File: config.mk
export PLATFORM = sky130hd
export DESIGN_NAME = dcache_ctrl_flat
export DESIGN_NICKNAME = d
export VERILOG_FILES = /design/src/rtl/dcache_ctrl_pkg.sv /design/src/rtl/dcache_geom_pkg.sv /design/src/rtl/dcache_array_if.sv /design/src/rtl/dcache_ctrl.sv /design/src/flat_wrapper.sv
export VERILOG_INCLUDE_DIRS = /design/src /design/src/rtl
export SDC_FILE = /design/constraint.sdc
export NUM_CORES = 1
export LEC_CHECK = 0
export ABC_AREA = 0
export BUFFER_PORTS_ARGS = -buffer_cell sky130_fd_sc_hd__clkbuf_2
export CAP_MARGIN = 25
export CORE_AREA = 10 10 275 277
export CTS_CLUSTER_DIAMETER = 100
export DETAILED_ROUTE_END_ITERATION = 10
export DIE_AREA = 0 0 285 287
export SLEW_MARGIN = 30
export SYNTH_ARGS = -nofsm -noshare
export SYNTH_HDL_FRONTEND = slang
export SYNTH_SLANG_ARGS = --single-unit
File: constraint.sdc
create_clock -name clk -period 12 [get_ports clk]
set_clock_uncertainty 0.1 [all_clocks]
set_input_delay 2.4 -clock clk [delete_from_list [all_inputs] [get_ports clk]]
set_output_delay 2.4 -clock clk [all_outputs]
set_load 0.05 [all_outputs]
File: src/rtl/dcache_params.svh
`ifndef DCACHE_PARAMS_SVH
`define DCACHE_PARAMS_SVH

// address split, 20 + 8 + 4
`define DC_TAG_W           20
`define DC_INDEX_W         8
`define DC_OFFSET_W        4

// data widths
`define DC_WORD_W          32
`define DC_LINE_W          128

// organisation
`define DC_WAYS            2
`define DC_WORDS_PER_LINE  4

// bus transfer type for a whole line
`define DC_TYPE_LINE       3'd4

`endif

File: src/rtl/dcache_ctrl_pkg.sv
package dcache_ctrl_pkg;

    // main FSM of the controller
    typedef enum logic [2:0] {
        main_idle,
        main_lookup,
        main_write_back,
        main_replace,
        main_refill,
        main_retry,
        main_write
    } main_state_t;

    // size code for uncached, line code otherwise
    typedef logic [2:0] xfer_type_t;

endpackage

File: src/rtl/dcache_geom_pkg.sv
`include "dcache_params.svh"

package dcache_geom_pkg;

    // address fields
    typedef logic [`DC_TAG_W-1:0]    tag_t;
    typedef logic [`DC_INDEX_W-1:0]  index_t;
    typedef logic [`DC_OFFSET_W-1:0] offset_t;

    // payload
    typedef logic [`DC_WORD_W-1:0]   word_t;
    typedef logic [`DC_LINE_W-1:0]   line_t;
    typedef logic [`DC_WORD_W/8-1:0] strb_t;

    // one bit per way
    typedef logic [`DC_WAYS-1:0]     way_sel_t;

    // counts refill beats within a line
    typedef logic [$clog2(`DC_WORDS_PER_LINE)-1:0] beat_t;

endpackage

File: src/rtl/dcache_array_if.sv
`timescale 1ns/1ps

interface dcache_array_if import dcache_geom_pkg::*; ();

    // request fields out of the controller's buffer
    index_t   req_index;
    tag_t     req_tag;
    offset_t  req_offset;
    strb_t    req_wstrb;
    word_t    req_wdata;

    // update strobes
    logic     refill_en;
    line_t    refill_line;
    logic     write_en;

    // lookup results, all for req_index
    way_sel_t hit_way;
    word_t    hit_word;
    way_sel_t victim_way;
    logic     victim_valid;
    logic     victim_dirty;
    tag_t     victim_tag;
    line_t    victim_line;

    modport ctrl (
        output req_index, req_tag, req_offset, req_wstrb, req_wdata,
        output refill_en, refill_line, write_en,
        input  hit_way, hit_word, victim_way, victim_valid, victim_dirty,
        input  victim_tag, victim_line
    );

    modport store (
        input  req_index, req_tag, req_offset, req_wstrb, req_wdata,
        input  refill_en, refill_line, write_en,
        output hit_way, hit_word, victim_way, victim_valid, victim_dirty,
        output victim_tag, victim_line
    );

endinterface

File: src/rtl/dcache_ctrl.sv
`timescale 1ns/1ps
`include "dcache_params.svh"

module dcache_ctrl
    import dcache_geom_pkg::*;
    import dcache_ctrl_pkg::*;
(
    input  logic         clk,
    input  logic         resetn,
    input  logic         valid,
    input  logic         op,
    input  logic         uncache_en,
    input  xfer_type_t   size,
    input  tag_t         tag,
    input  index_t       index,
    input  offset_t      offset,
    input  strb_t        wstrb,
    input  word_t        wdata,
    output logic         addr_ok,
    output logic         data_ok,
    output logic         busy,
    output word_t        rdata,
    output logic         rd_req,
    output xfer_type_t   rd_type,
    output word_t        rd_addr,
    input  logic         rd_rdy,
    input  logic         ret_valid,
    input  logic         ret_last,
    input  word_t        ret_data,
    output logic         wr_req,
    output xfer_type_t   wr_type,
    output word_t        wr_addr,
    output strb_t        wr_wstrb,
    output line_t        wr_data,
    input  logic         wr_rdy,
    dcache_array_if.ctrl arr
);

    main_state_t state;
    logic        req_op;
    logic        req_uncached;
    xfer_type_t  req_size;
    beat_t       beat;
    word_t       refill_buf [`DC_WORDS_PER_LINE];
    word_t       unc_rdata_q;
    logic        cache_hit;
    logic        last_beat;
    logic        capture;
    word_t       full_addr;

    // uncached accesses never hit, whatever the tags say
    assign cache_hit = (|arr.hit_way) && !req_uncached;
    assign last_beat = ret_valid && ret_last;
    assign capture   = (state == main_idle) && valid;
    assign full_addr = {arr.req_tag, arr.req_index, arr.req_offset};

    always_ff @(posedge clk) begin
        if (!resetn) begin
            state         <= main_idle;
            req_op        <= 1'b0;
            req_uncached  <= 1'b0;
            beat          <= '0;
            arr.refill_en <= 1'b0;
        end else begin
            arr.refill_en <= 1'b0;
            if (capture) begin
                req_op       <= op;
                req_uncached <= uncache_en;
            end
            case (state)
                main_idle: begin
                    if (valid) begin
                        state <= main_lookup;
                    end
                end
                main_lookup: begin
                    if (cache_hit) begin
                        state <= req_op ? main_write : main_idle;
                    end else if (req_uncached) begin
                        state <= req_op ? main_write_back : main_replace;
                    end else if (arr.victim_valid && arr.victim_dirty) begin
                        state <= main_write_back;
                    end else begin
                        state <= main_replace;
                    end
                end
                main_write_back: begin
                    if (wr_rdy) begin
                        state <= main_replace;
                    end
                end
                main_replace: begin
                    // uncached store is done once the write went out
                    if (req_uncached && req_op) begin
                        state <= main_idle;
                    end else if (rd_rdy) begin
                        state <= main_refill;
                        beat  <= '0;
                    end
                end
                main_refill: begin
                    if (ret_valid) begin
                        beat <= beat + 1'b1;
                    end
                    if (last_beat) begin
                        state         <= req_uncached ? main_idle : main_retry;
                        arr.refill_en <= !req_uncached;
                    end
                end
                main_retry: begin
                    // first cycle here still misses while the line is written
                    if (cache_hit) begin
                        state <= req_op ? main_write : main_idle;
                    end
                end
                main_write: begin
                    state <= main_idle;
                end
                default: begin
                    state <= main_idle;
                end
            endcase
        end
    end

    // request fields and refill data
    always_ff @(posedge clk) begin
        if (capture) begin
            arr.req_tag    <= tag;
            arr.req_index  <= index;
            arr.req_offset <= offset;
            arr.req_wstrb  <= wstrb;
            arr.req_wdata  <= wdata;
            req_size       <= size;
        end
        if (state == main_refill && ret_valid) begin
            refill_buf[beat] <= ret_data;
        end
        if (state == main_refill && last_beat && req_uncached) begin
            unc_rdata_q <= ret_data;
        end
    end

    // word 0 sits in the low bits
    always_comb begin
        for (int w = 0; w < `DC_WORDS_PER_LINE; w++) begin
            arr.refill_line[w*`DC_WORD_W +: `DC_WORD_W] = refill_buf[w];
        end
    end

    assign arr.write_en = (state == main_write);

    assign busy    = (state != main_idle);
    assign addr_ok = (state == main_lookup);

    always_comb begin
        if (req_uncached) begin
            data_ok = req_op ? (state == main_write_back && wr_rdy)
                             : (state == main_refill && last_beat);
            rdata   = (state == main_refill && last_beat) ? ret_data : unc_rdata_q;
        end else begin
            data_ok = (state == main_lookup || state == main_retry) && cache_hit;
            rdata   = arr.hit_word;
        end
    end

    // read channel, also used for uncached loads
    assign rd_req  = (state == main_replace) && !(req_uncached && req_op);
    assign rd_type = req_uncached ? req_size : `DC_TYPE_LINE;
    assign rd_addr = req_uncached ? full_addr : {arr.req_tag, arr.req_index, offset_t'(0)};

    // write channel carries either a victim line or one uncached word
    assign wr_req   = (state == main_write_back) && wr_rdy;
    assign wr_type  = req_uncached ? req_size : `DC_TYPE_LINE;
    assign wr_addr  = req_uncached ? full_addr
                                   : {arr.victim_tag, arr.req_index, offset_t'(0)};
    assign wr_wstrb = req_uncached ? arr.req_wstrb : '1;
    assign wr_data  = req_uncached ? {{(`DC_LINE_W-`DC_WORD_W){1'b0}}, arr.req_wdata}
                                   : arr.victim_line;

endmodule

File: src/flat_wrapper.sv
// flat-port wrapper written by rule: the top's interface ports become plain ports
module dcache_ctrl_flat import dcache_geom_pkg::*; import dcache_ctrl_pkg::*;
  (clk, resetn, valid, op, uncache_en, size, tag, index, offset, wstrb, wdata, addr_ok, data_ok, busy, rdata, rd_req, rd_type, rd_addr, rd_rdy, ret_valid, ret_last, ret_data, wr_req, wr_type, wr_addr, wr_wstrb, wr_data, wr_rdy, arr_req_index, arr_req_tag, arr_req_offset, arr_req_wstrb, arr_req_wdata, arr_refill_en, arr_refill_line, arr_write_en, arr_hit_way, arr_hit_word, arr_victim_way, arr_victim_valid, arr_victim_dirty, arr_victim_tag, arr_victim_line);
  dcache_array_if arr_i ();
  input  logic clk;
  input  logic resetn;
  input  logic valid;
  input  logic op;
  input  logic uncache_en;
  input  xfer_type_t size;
  input  tag_t tag;
  input  index_t index;
  input  offset_t offset;
  input  strb_t wstrb;
  input  word_t wdata;
  output logic addr_ok;
  output logic data_ok;
  output logic busy;
  output word_t rdata;
  output logic rd_req;
  output xfer_type_t rd_type;
  output word_t rd_addr;
  input  logic rd_rdy;
  input  logic ret_valid;
  input  logic ret_last;
  input  word_t ret_data;
  output logic wr_req;
  output xfer_type_t wr_type;
  output word_t wr_addr;
  output strb_t wr_wstrb;
  output line_t wr_data;
  input  logic wr_rdy;
  output wire logic [$bits(arr_i.req_index)-1:0] arr_req_index;
  output wire logic [$bits(arr_i.req_tag)-1:0] arr_req_tag;
  output wire logic [$bits(arr_i.req_offset)-1:0] arr_req_offset;
  output wire logic [$bits(arr_i.req_wstrb)-1:0] arr_req_wstrb;
  output wire logic [$bits(arr_i.req_wdata)-1:0] arr_req_wdata;
  output wire logic [$bits(arr_i.refill_en)-1:0] arr_refill_en;
  output wire logic [$bits(arr_i.refill_line)-1:0] arr_refill_line;
  output wire logic [$bits(arr_i.write_en)-1:0] arr_write_en;
  input wire logic [$bits(arr_i.hit_way)-1:0] arr_hit_way;
  input wire logic [$bits(arr_i.hit_word)-1:0] arr_hit_word;
  input wire logic [$bits(arr_i.victim_way)-1:0] arr_victim_way;
  input wire logic [$bits(arr_i.victim_valid)-1:0] arr_victim_valid;
  input wire logic [$bits(arr_i.victim_dirty)-1:0] arr_victim_dirty;
  input wire logic [$bits(arr_i.victim_tag)-1:0] arr_victim_tag;
  input wire logic [$bits(arr_i.victim_line)-1:0] arr_victim_line;
  assign arr_req_index = arr_i.req_index;
  assign arr_req_tag = arr_i.req_tag;
  assign arr_req_offset = arr_i.req_offset;
  assign arr_req_wstrb = arr_i.req_wstrb;
  assign arr_req_wdata = arr_i.req_wdata;
  assign arr_refill_en = arr_i.refill_en;
  assign arr_refill_line = arr_i.refill_line;
  assign arr_write_en = arr_i.write_en;
  assign arr_i.hit_way = arr_hit_way;
  assign arr_i.hit_word = arr_hit_word;
  assign arr_i.victim_way = arr_victim_way;
  assign arr_i.victim_valid = arr_victim_valid;
  assign arr_i.victim_dirty = arr_victim_dirty;
  assign arr_i.victim_tag = arr_victim_tag;
  assign arr_i.victim_line = arr_victim_line;
  dcache_ctrl u_core (.clk(clk), .resetn(resetn), .valid(valid), .op(op), .uncache_en(uncache_en), .size(size), .tag(tag), .index(index), .offset(offset), .wstrb(wstrb), .wdata(wdata), .addr_ok(addr_ok), .data_ok(data_ok), .busy(busy), .rdata(rdata), .rd_req(rd_req), .rd_type(rd_type), .rd_addr(rd_addr), .rd_rdy(rd_rdy), .ret_valid(ret_valid), .ret_last(ret_last), .ret_data(ret_data), .wr_req(wr_req), .wr_type(wr_type), .wr_addr(wr_addr), .wr_wstrb(wr_wstrb), .wr_data(wr_data), .wr_rdy(wr_rdy), .arr(arr_i));
endmodule
Yosys cells after proc, flatten, opt, wreduce, memory -nomap -nowiden

Memory sizes are Yosys's and may differ from the RTL's.
Cells that the tools add are included.

Flip-flop bits (word level): 111
RAM bits: 128
Input bits: 298
Output and inout port bits: 437
Logic and storage cells: 77
Memories kept: 1

Add/subtract/negate cells: 1
Eq/ne operators: 14
Multiplexer cells: 28
Reductions and logical operators: 21

Memory list:

| name              | depth | bits a word | rd ports | clocked after Yosys merged registers in | write ports | line              | source |
|---|---|---|---|---|---|---|---|
| u_core.refill_buf | 4     | 32          | 4        | 0                                       | 1           | dcache_ctrl.sv:44 | `` word_t refill_buf [`DC_WORDS_PER_LINE]; `` |

Operators by type and width:

| operator            | count |
|---|---|
| $mux 128            | 1 |
| $mux 32             | 3 |
| $mux 3              | 11 |
| $pmux 3 s6          | 1 |
| $logic_and 1x1->1   | 11 |
| $ne 2x2->1 const B  | 5 |
| $eq 3x3->1 const B  | 3 |
| $mux 4              | 2 |
| $eq 3x2->1 const B  | 2 |
| $mux 1              | 6 |
| $mux 2              | 3 |
| $reduce_and 5->1    | 1 |
| $ne 2x1->1 const B  | 2 |
| $pmux 2 s2          | 1 |
| $reduce_and 4->1    | 1 |
| $eq 3x1->1 const B  | 1 |
| $logic_not 3->1     | 1 |
| $ne 3x2->1 const B  | 1 |
| $reduce_and 3->1    | 1 |
| $reduce_bool 3->1   | 1 |
| $add 2x1->2 const B | 1 |
| $logic_not 1->1     | 2 |
| $reduce_bool 2->1   | 1 |
| $reduce_or 2->1     | 1 |
| $logic_or 1x1->1    | 1 |

Depth between registers and ports, before layout

Word-level depth: 5
Gate-level depth with buffers: 6
Mapped depth without buffers: 4

Worst setup path before layout

Ideal clock, no wire load.

Kind: input -> output
Start point: in ret_valid
End point: out rdata[10]
Arrival: 3981 ps
Data required time: 9500 ps
Path slack: 5519 ps
Stages on the path: 6
Buffers on the path: 2
Path through: nor4bb_1 -> buf_4 -> nand2_4 -> buf_6 -> mux2i_1 -> a21oi_1

Longest elaborated chain between the ends: 4

RTL lines:

| item               | line               | source |
|---|---|---|
| start: declaration | flat_wrapper.sv:24 | `input logic ret_valid;` |
| $logic_and 1x1->1  | dcache_ctrl.sv:53  | `assign last_beat = ret_valid && ret_last;` |
| $logic_and 1x1->1  | dcache_ctrl.sv:160 | `rdata = (state == main_refill && last_beat) ? ret_data : unc_rdata_q;` |
| $mux 32            | dcache_ctrl.sv:160 |  |
| $mux 32            | dcache_ctrl.sv:157 | `if (req_uncached) begin` |
| end: declaration   | flat_wrapper.sv:19 | `output word_t rdata;` |

No other way between the ends.

Worst setup path after layout

Start point: in ret_valid
End point: out rdata[21]

Same word-level chain as after synthesis.

==> impl_metrics.py <==
metrics = {
    "run_status": {
        "status": "completed",
    },
    "global_routing": {
        "grt_util_all_layers": 0.0994,
        "antenna_found_initial": 3,
        "globalRouteOverflowTotal": 0,
        "grt_pass1_wl_um": 61300,
        "first_global_vias": 8824,
        "grt_max_degree": 84,
    },
    "finish": {
        "design_area_mm2": 0.0153,
        "layout-drive-gt1-share": 0.623,
        "fill_cells": 7488,
        "nets": 1632,
        "syn2layout_area_growth_pct": 54.4,
    },
    "timing": {
        "whs_ns": 0.522,
        "worst_pin_slew_ns": 0.923,
        "timing.final.crit_share": 0.562,
        "rsz0062_at_grt": "false",
        "max_slew_margin": 0.385,
        "maxSlewViolCount": 0,
        "setup_viol": 0,
        "fmax_ghz": 0.148,
        "fin_crit_ns": 6.74,
        "hold_viol": 0,
        "tns_ns": 0,
    },
    "place": {
        "gp_congestion": 0.968,
        "placed_cell_area_mm2": 0.0143,
        "io_buffer_count": 732,
        "dp_hpwl_um": 35800,
    },
    "routing": {
        "num_vias": 8127,
        "final_antenna_net_count": 0,
        "wirelength_um": 44200,
        "firstDrtPassIters": 4,
        "wl_per_cell_um": 19.3,
        "route.detailed.drc": 0,
        "drt_iter0_markers": 348,
        "vias_per_cell": 3.54,
    },
    "yosys": {
        "yosysSeqAreaShare": 0.716,
        "synth-async-reset-ratio": 0,
        "synth_area_mm2": 0.00991,
        "yosys_most_used_dff": "edfxtp_1",
        "ys_top_cells_by_area": "edfxtp_1, nor2b_1, mux2_2",
        "synth_area_per_cell_um2": 15.5,
        "synthCells": 638,
        "synth_edf_count": 231,
        "synth.most_common_cell": "edfxtp_1",
        "yosys_warnings": 0,
        "synth_top_area_share": 0.700,
        "synthTopCellsByCount": "edfxtp_1, nor2b_1, mux2_2",
        "yosysTopAreaCell": "edfxtp_1",
        "ys_types": 36,
        "synth.ff_latch_count": 239,
        "syn_nets": 940,
    },
    "worst_hold_path": {
        "min_path_type": "reg -> reg",
    },
    "critical_path": {
        "crit_path_frequent_cell": "clkbuf_2",
        "crit_path_cell_trace": "clkbuf_2 > nor4bb_1 > buf_4 > nand2_4 > mux2i_1 > a21oi_1 > clkbuf_2",
        "critPathCaptureType": "output port",
        "critPathTopFamily": "simple AND/OR/NAND/NOR gates",
        "cp.required_ns": 9.50,
        "crit_buf_inv": 3,
        "slowest_stage": "nand2_4",
        "critPathArrivalTime_ns": 4.24,
        "crit_type": "in -> out",
        "cp_slowest_stage_delay_ns": 0.36,
        "cp_max_fo": 34,
        "cp-start-kind": "input pin",
    },
    "cts": {
        "cts.clk_slew.worst_paths_ns": 0.06,
        "cts.root.buffer_cell": "clkbuf_16",
        "clkSinkCount": 239,
        "postCtsHoldBufs": 0,
        "cts_buffers": 28,
        "cts_resized": 0,
        "tritoncts": "yes",
        "clk_latency_ns": 0.58,
        "cts_buffer_depth": 3,
        "cts_setup_buffers": 0,
        "htree_levels": 1,
    },
    "floorplanning": {
        "placementRows": 97,
        "ioPinCount": 735,
        "die_x_um": 285,
        "die_area_mm2": 0.0818,
        "design.core.area_mm2": 0.0698,
        "start_util": 0.142,
        "die_h_um": 287,
    },
    "pwr": {
        "peakVddDrop_mv": 0.0998,
        "swShare": 0.377,
        "power_frac_seq": 0.378,
        "clkPwrFrac": 0.331,
        "cellPowerDensity_mw_per_mm2": 173,
        "p_comb_frac": 0.291,
        "p_int_mw": 1.65,
        "p_leak_nw": 6.84,
        "p_switching_mw": 0.998,
    },
    "job": {
        "max_cap_violations": 0,
    },
}
## flip-flops by register name, summed over array words and instances, names as in the netlist
register / count
u_core.req_uncached: 1
u_core.arr.req_index: 8
u_core.arr.req_tag: 20
u_core.arr.refill_en: 1
u_core.arr.req_wdata: 32
u_core.beat: 2
u_core.unc_rdata_q: 32
u_core.arr.req_offset: 4
u_core.req_op: 1
u_core.req_size: 3
u_core.state: 3
u_core.arr.req_wstrb: 4
u_core.refill_buf: 128
## final timing paths
kind | cells past startpoint | slack [ns] | to | startpoint
min | 2 | 0.52 | u_core.req_op | u_core.req_op
max | 7 | 5.26 | rdata[21] | ret_valid
min reg2reg | 2 | 0.52 | u_core.req_op | u_core.req_op
max reg2reg | 2 | 9.30 | u_core.unc_rdata_q[24] | u_core.req_uncached
## logic make-up (layout without fill, tap and decap cells)
| group | Yosys count | after routing | share of synthesized area |
|---|---|---|---|
| mux | 87 | 87 | 0.0945 |
| flops | 239 | 239 | 0.716 |
| other cells | 0 | 1 | 0 |
| compound gates | 51 | 51 | 0.0317 |
| fa+ha+maj | 4 | 4 | 0.00505 |
| buf+inv | 81 | 795 | 0.0509 |
| simple gates | 176 | 176 | 0.101 |
## metrics by stage
| step | power [mW] | std cells | utilization | worst slack (ns) |
|---|---|---|---|---|
| 6_report | 2.65 | 2293 | 0.219 | 5.26 |
| 3_5_place_dp | 1.79 | 2239 | 0.205 | 5.24 |
| 2_1_floorplan | 1.59 | 638 | - | 5.52 |
| 3_3_place_gp | 1.79 | 2239 | 0.205 | 5.29 |
| 4_1_cts | 2.69 | 2291 | 0.219 | 5.24 |
| 5_1_grt | 2.76 | 2292 | 0.219 | 5.13 |
## routing by layer
metal  global-route usage  routed length, um  up-vias
met3               0.0426               5080       55
met4               0.0266                897        0
met2                0.185              22900      517
met1               0.0996              15300     3886
met5                    0                  0        -
li1                     -                  -     3669
## cell usage in the layout (no fill, tap or decap), types with 3 or more instances in the layout
master     instances
mux2_2            52
and2_4             4
and2_1             6
clkinv_2           6
edfxtp_1         231
a21oi_1           36
ha_1               4
clkbuf_1           7
buf_4              5
nor2_1            37
nor2b_1           97
inv_1              5
bufinv_16          4
clkbuf_16         28
clkinv_1           3
nand2b_1           7
dfxtp_1            7
nand2_1           10
clkbuf_2         732
mux2i_1           35
nor3b_1            3
## power by group through the flow
stage | sequential [mW] | clock [mW] | combinational [mW]
final | 1.00 | 0.876 | 0.772
after global routing | 1.01 | 0.953 | 0.805
after CTS | 1.00 | 0.913 | 0.777
after detailed placement | 1.02 | 0 | 0.775
after global placement | 1.02 | 0 | 0.772
after floorplan | 1.11 | 0 | 0.475
## cell type report
type / instances / area, um^2 / area share
well taps: 940 / 1180 / 0.0769
clock buffers: 35 / 727 / 0.0475
clock inverters: 17 / 216 / 0.0142
inverters: 5 / 18.8 / 0.00123
multi-input cells: 318 / 2330 / 0.152
diodes: 1 / 2.50 / 0.000164
flip-flops and latches: 239 / 7100 / 0.464
repair buffers: 738 / 3730 / 0.244
## worst register-to-register path, cell delays in order, from the launching register on
cell	delay [ns]
dfxtp_4	0.60
buf_4	0.74
and3_4	0.82
(Power assumes the default switching activity.)
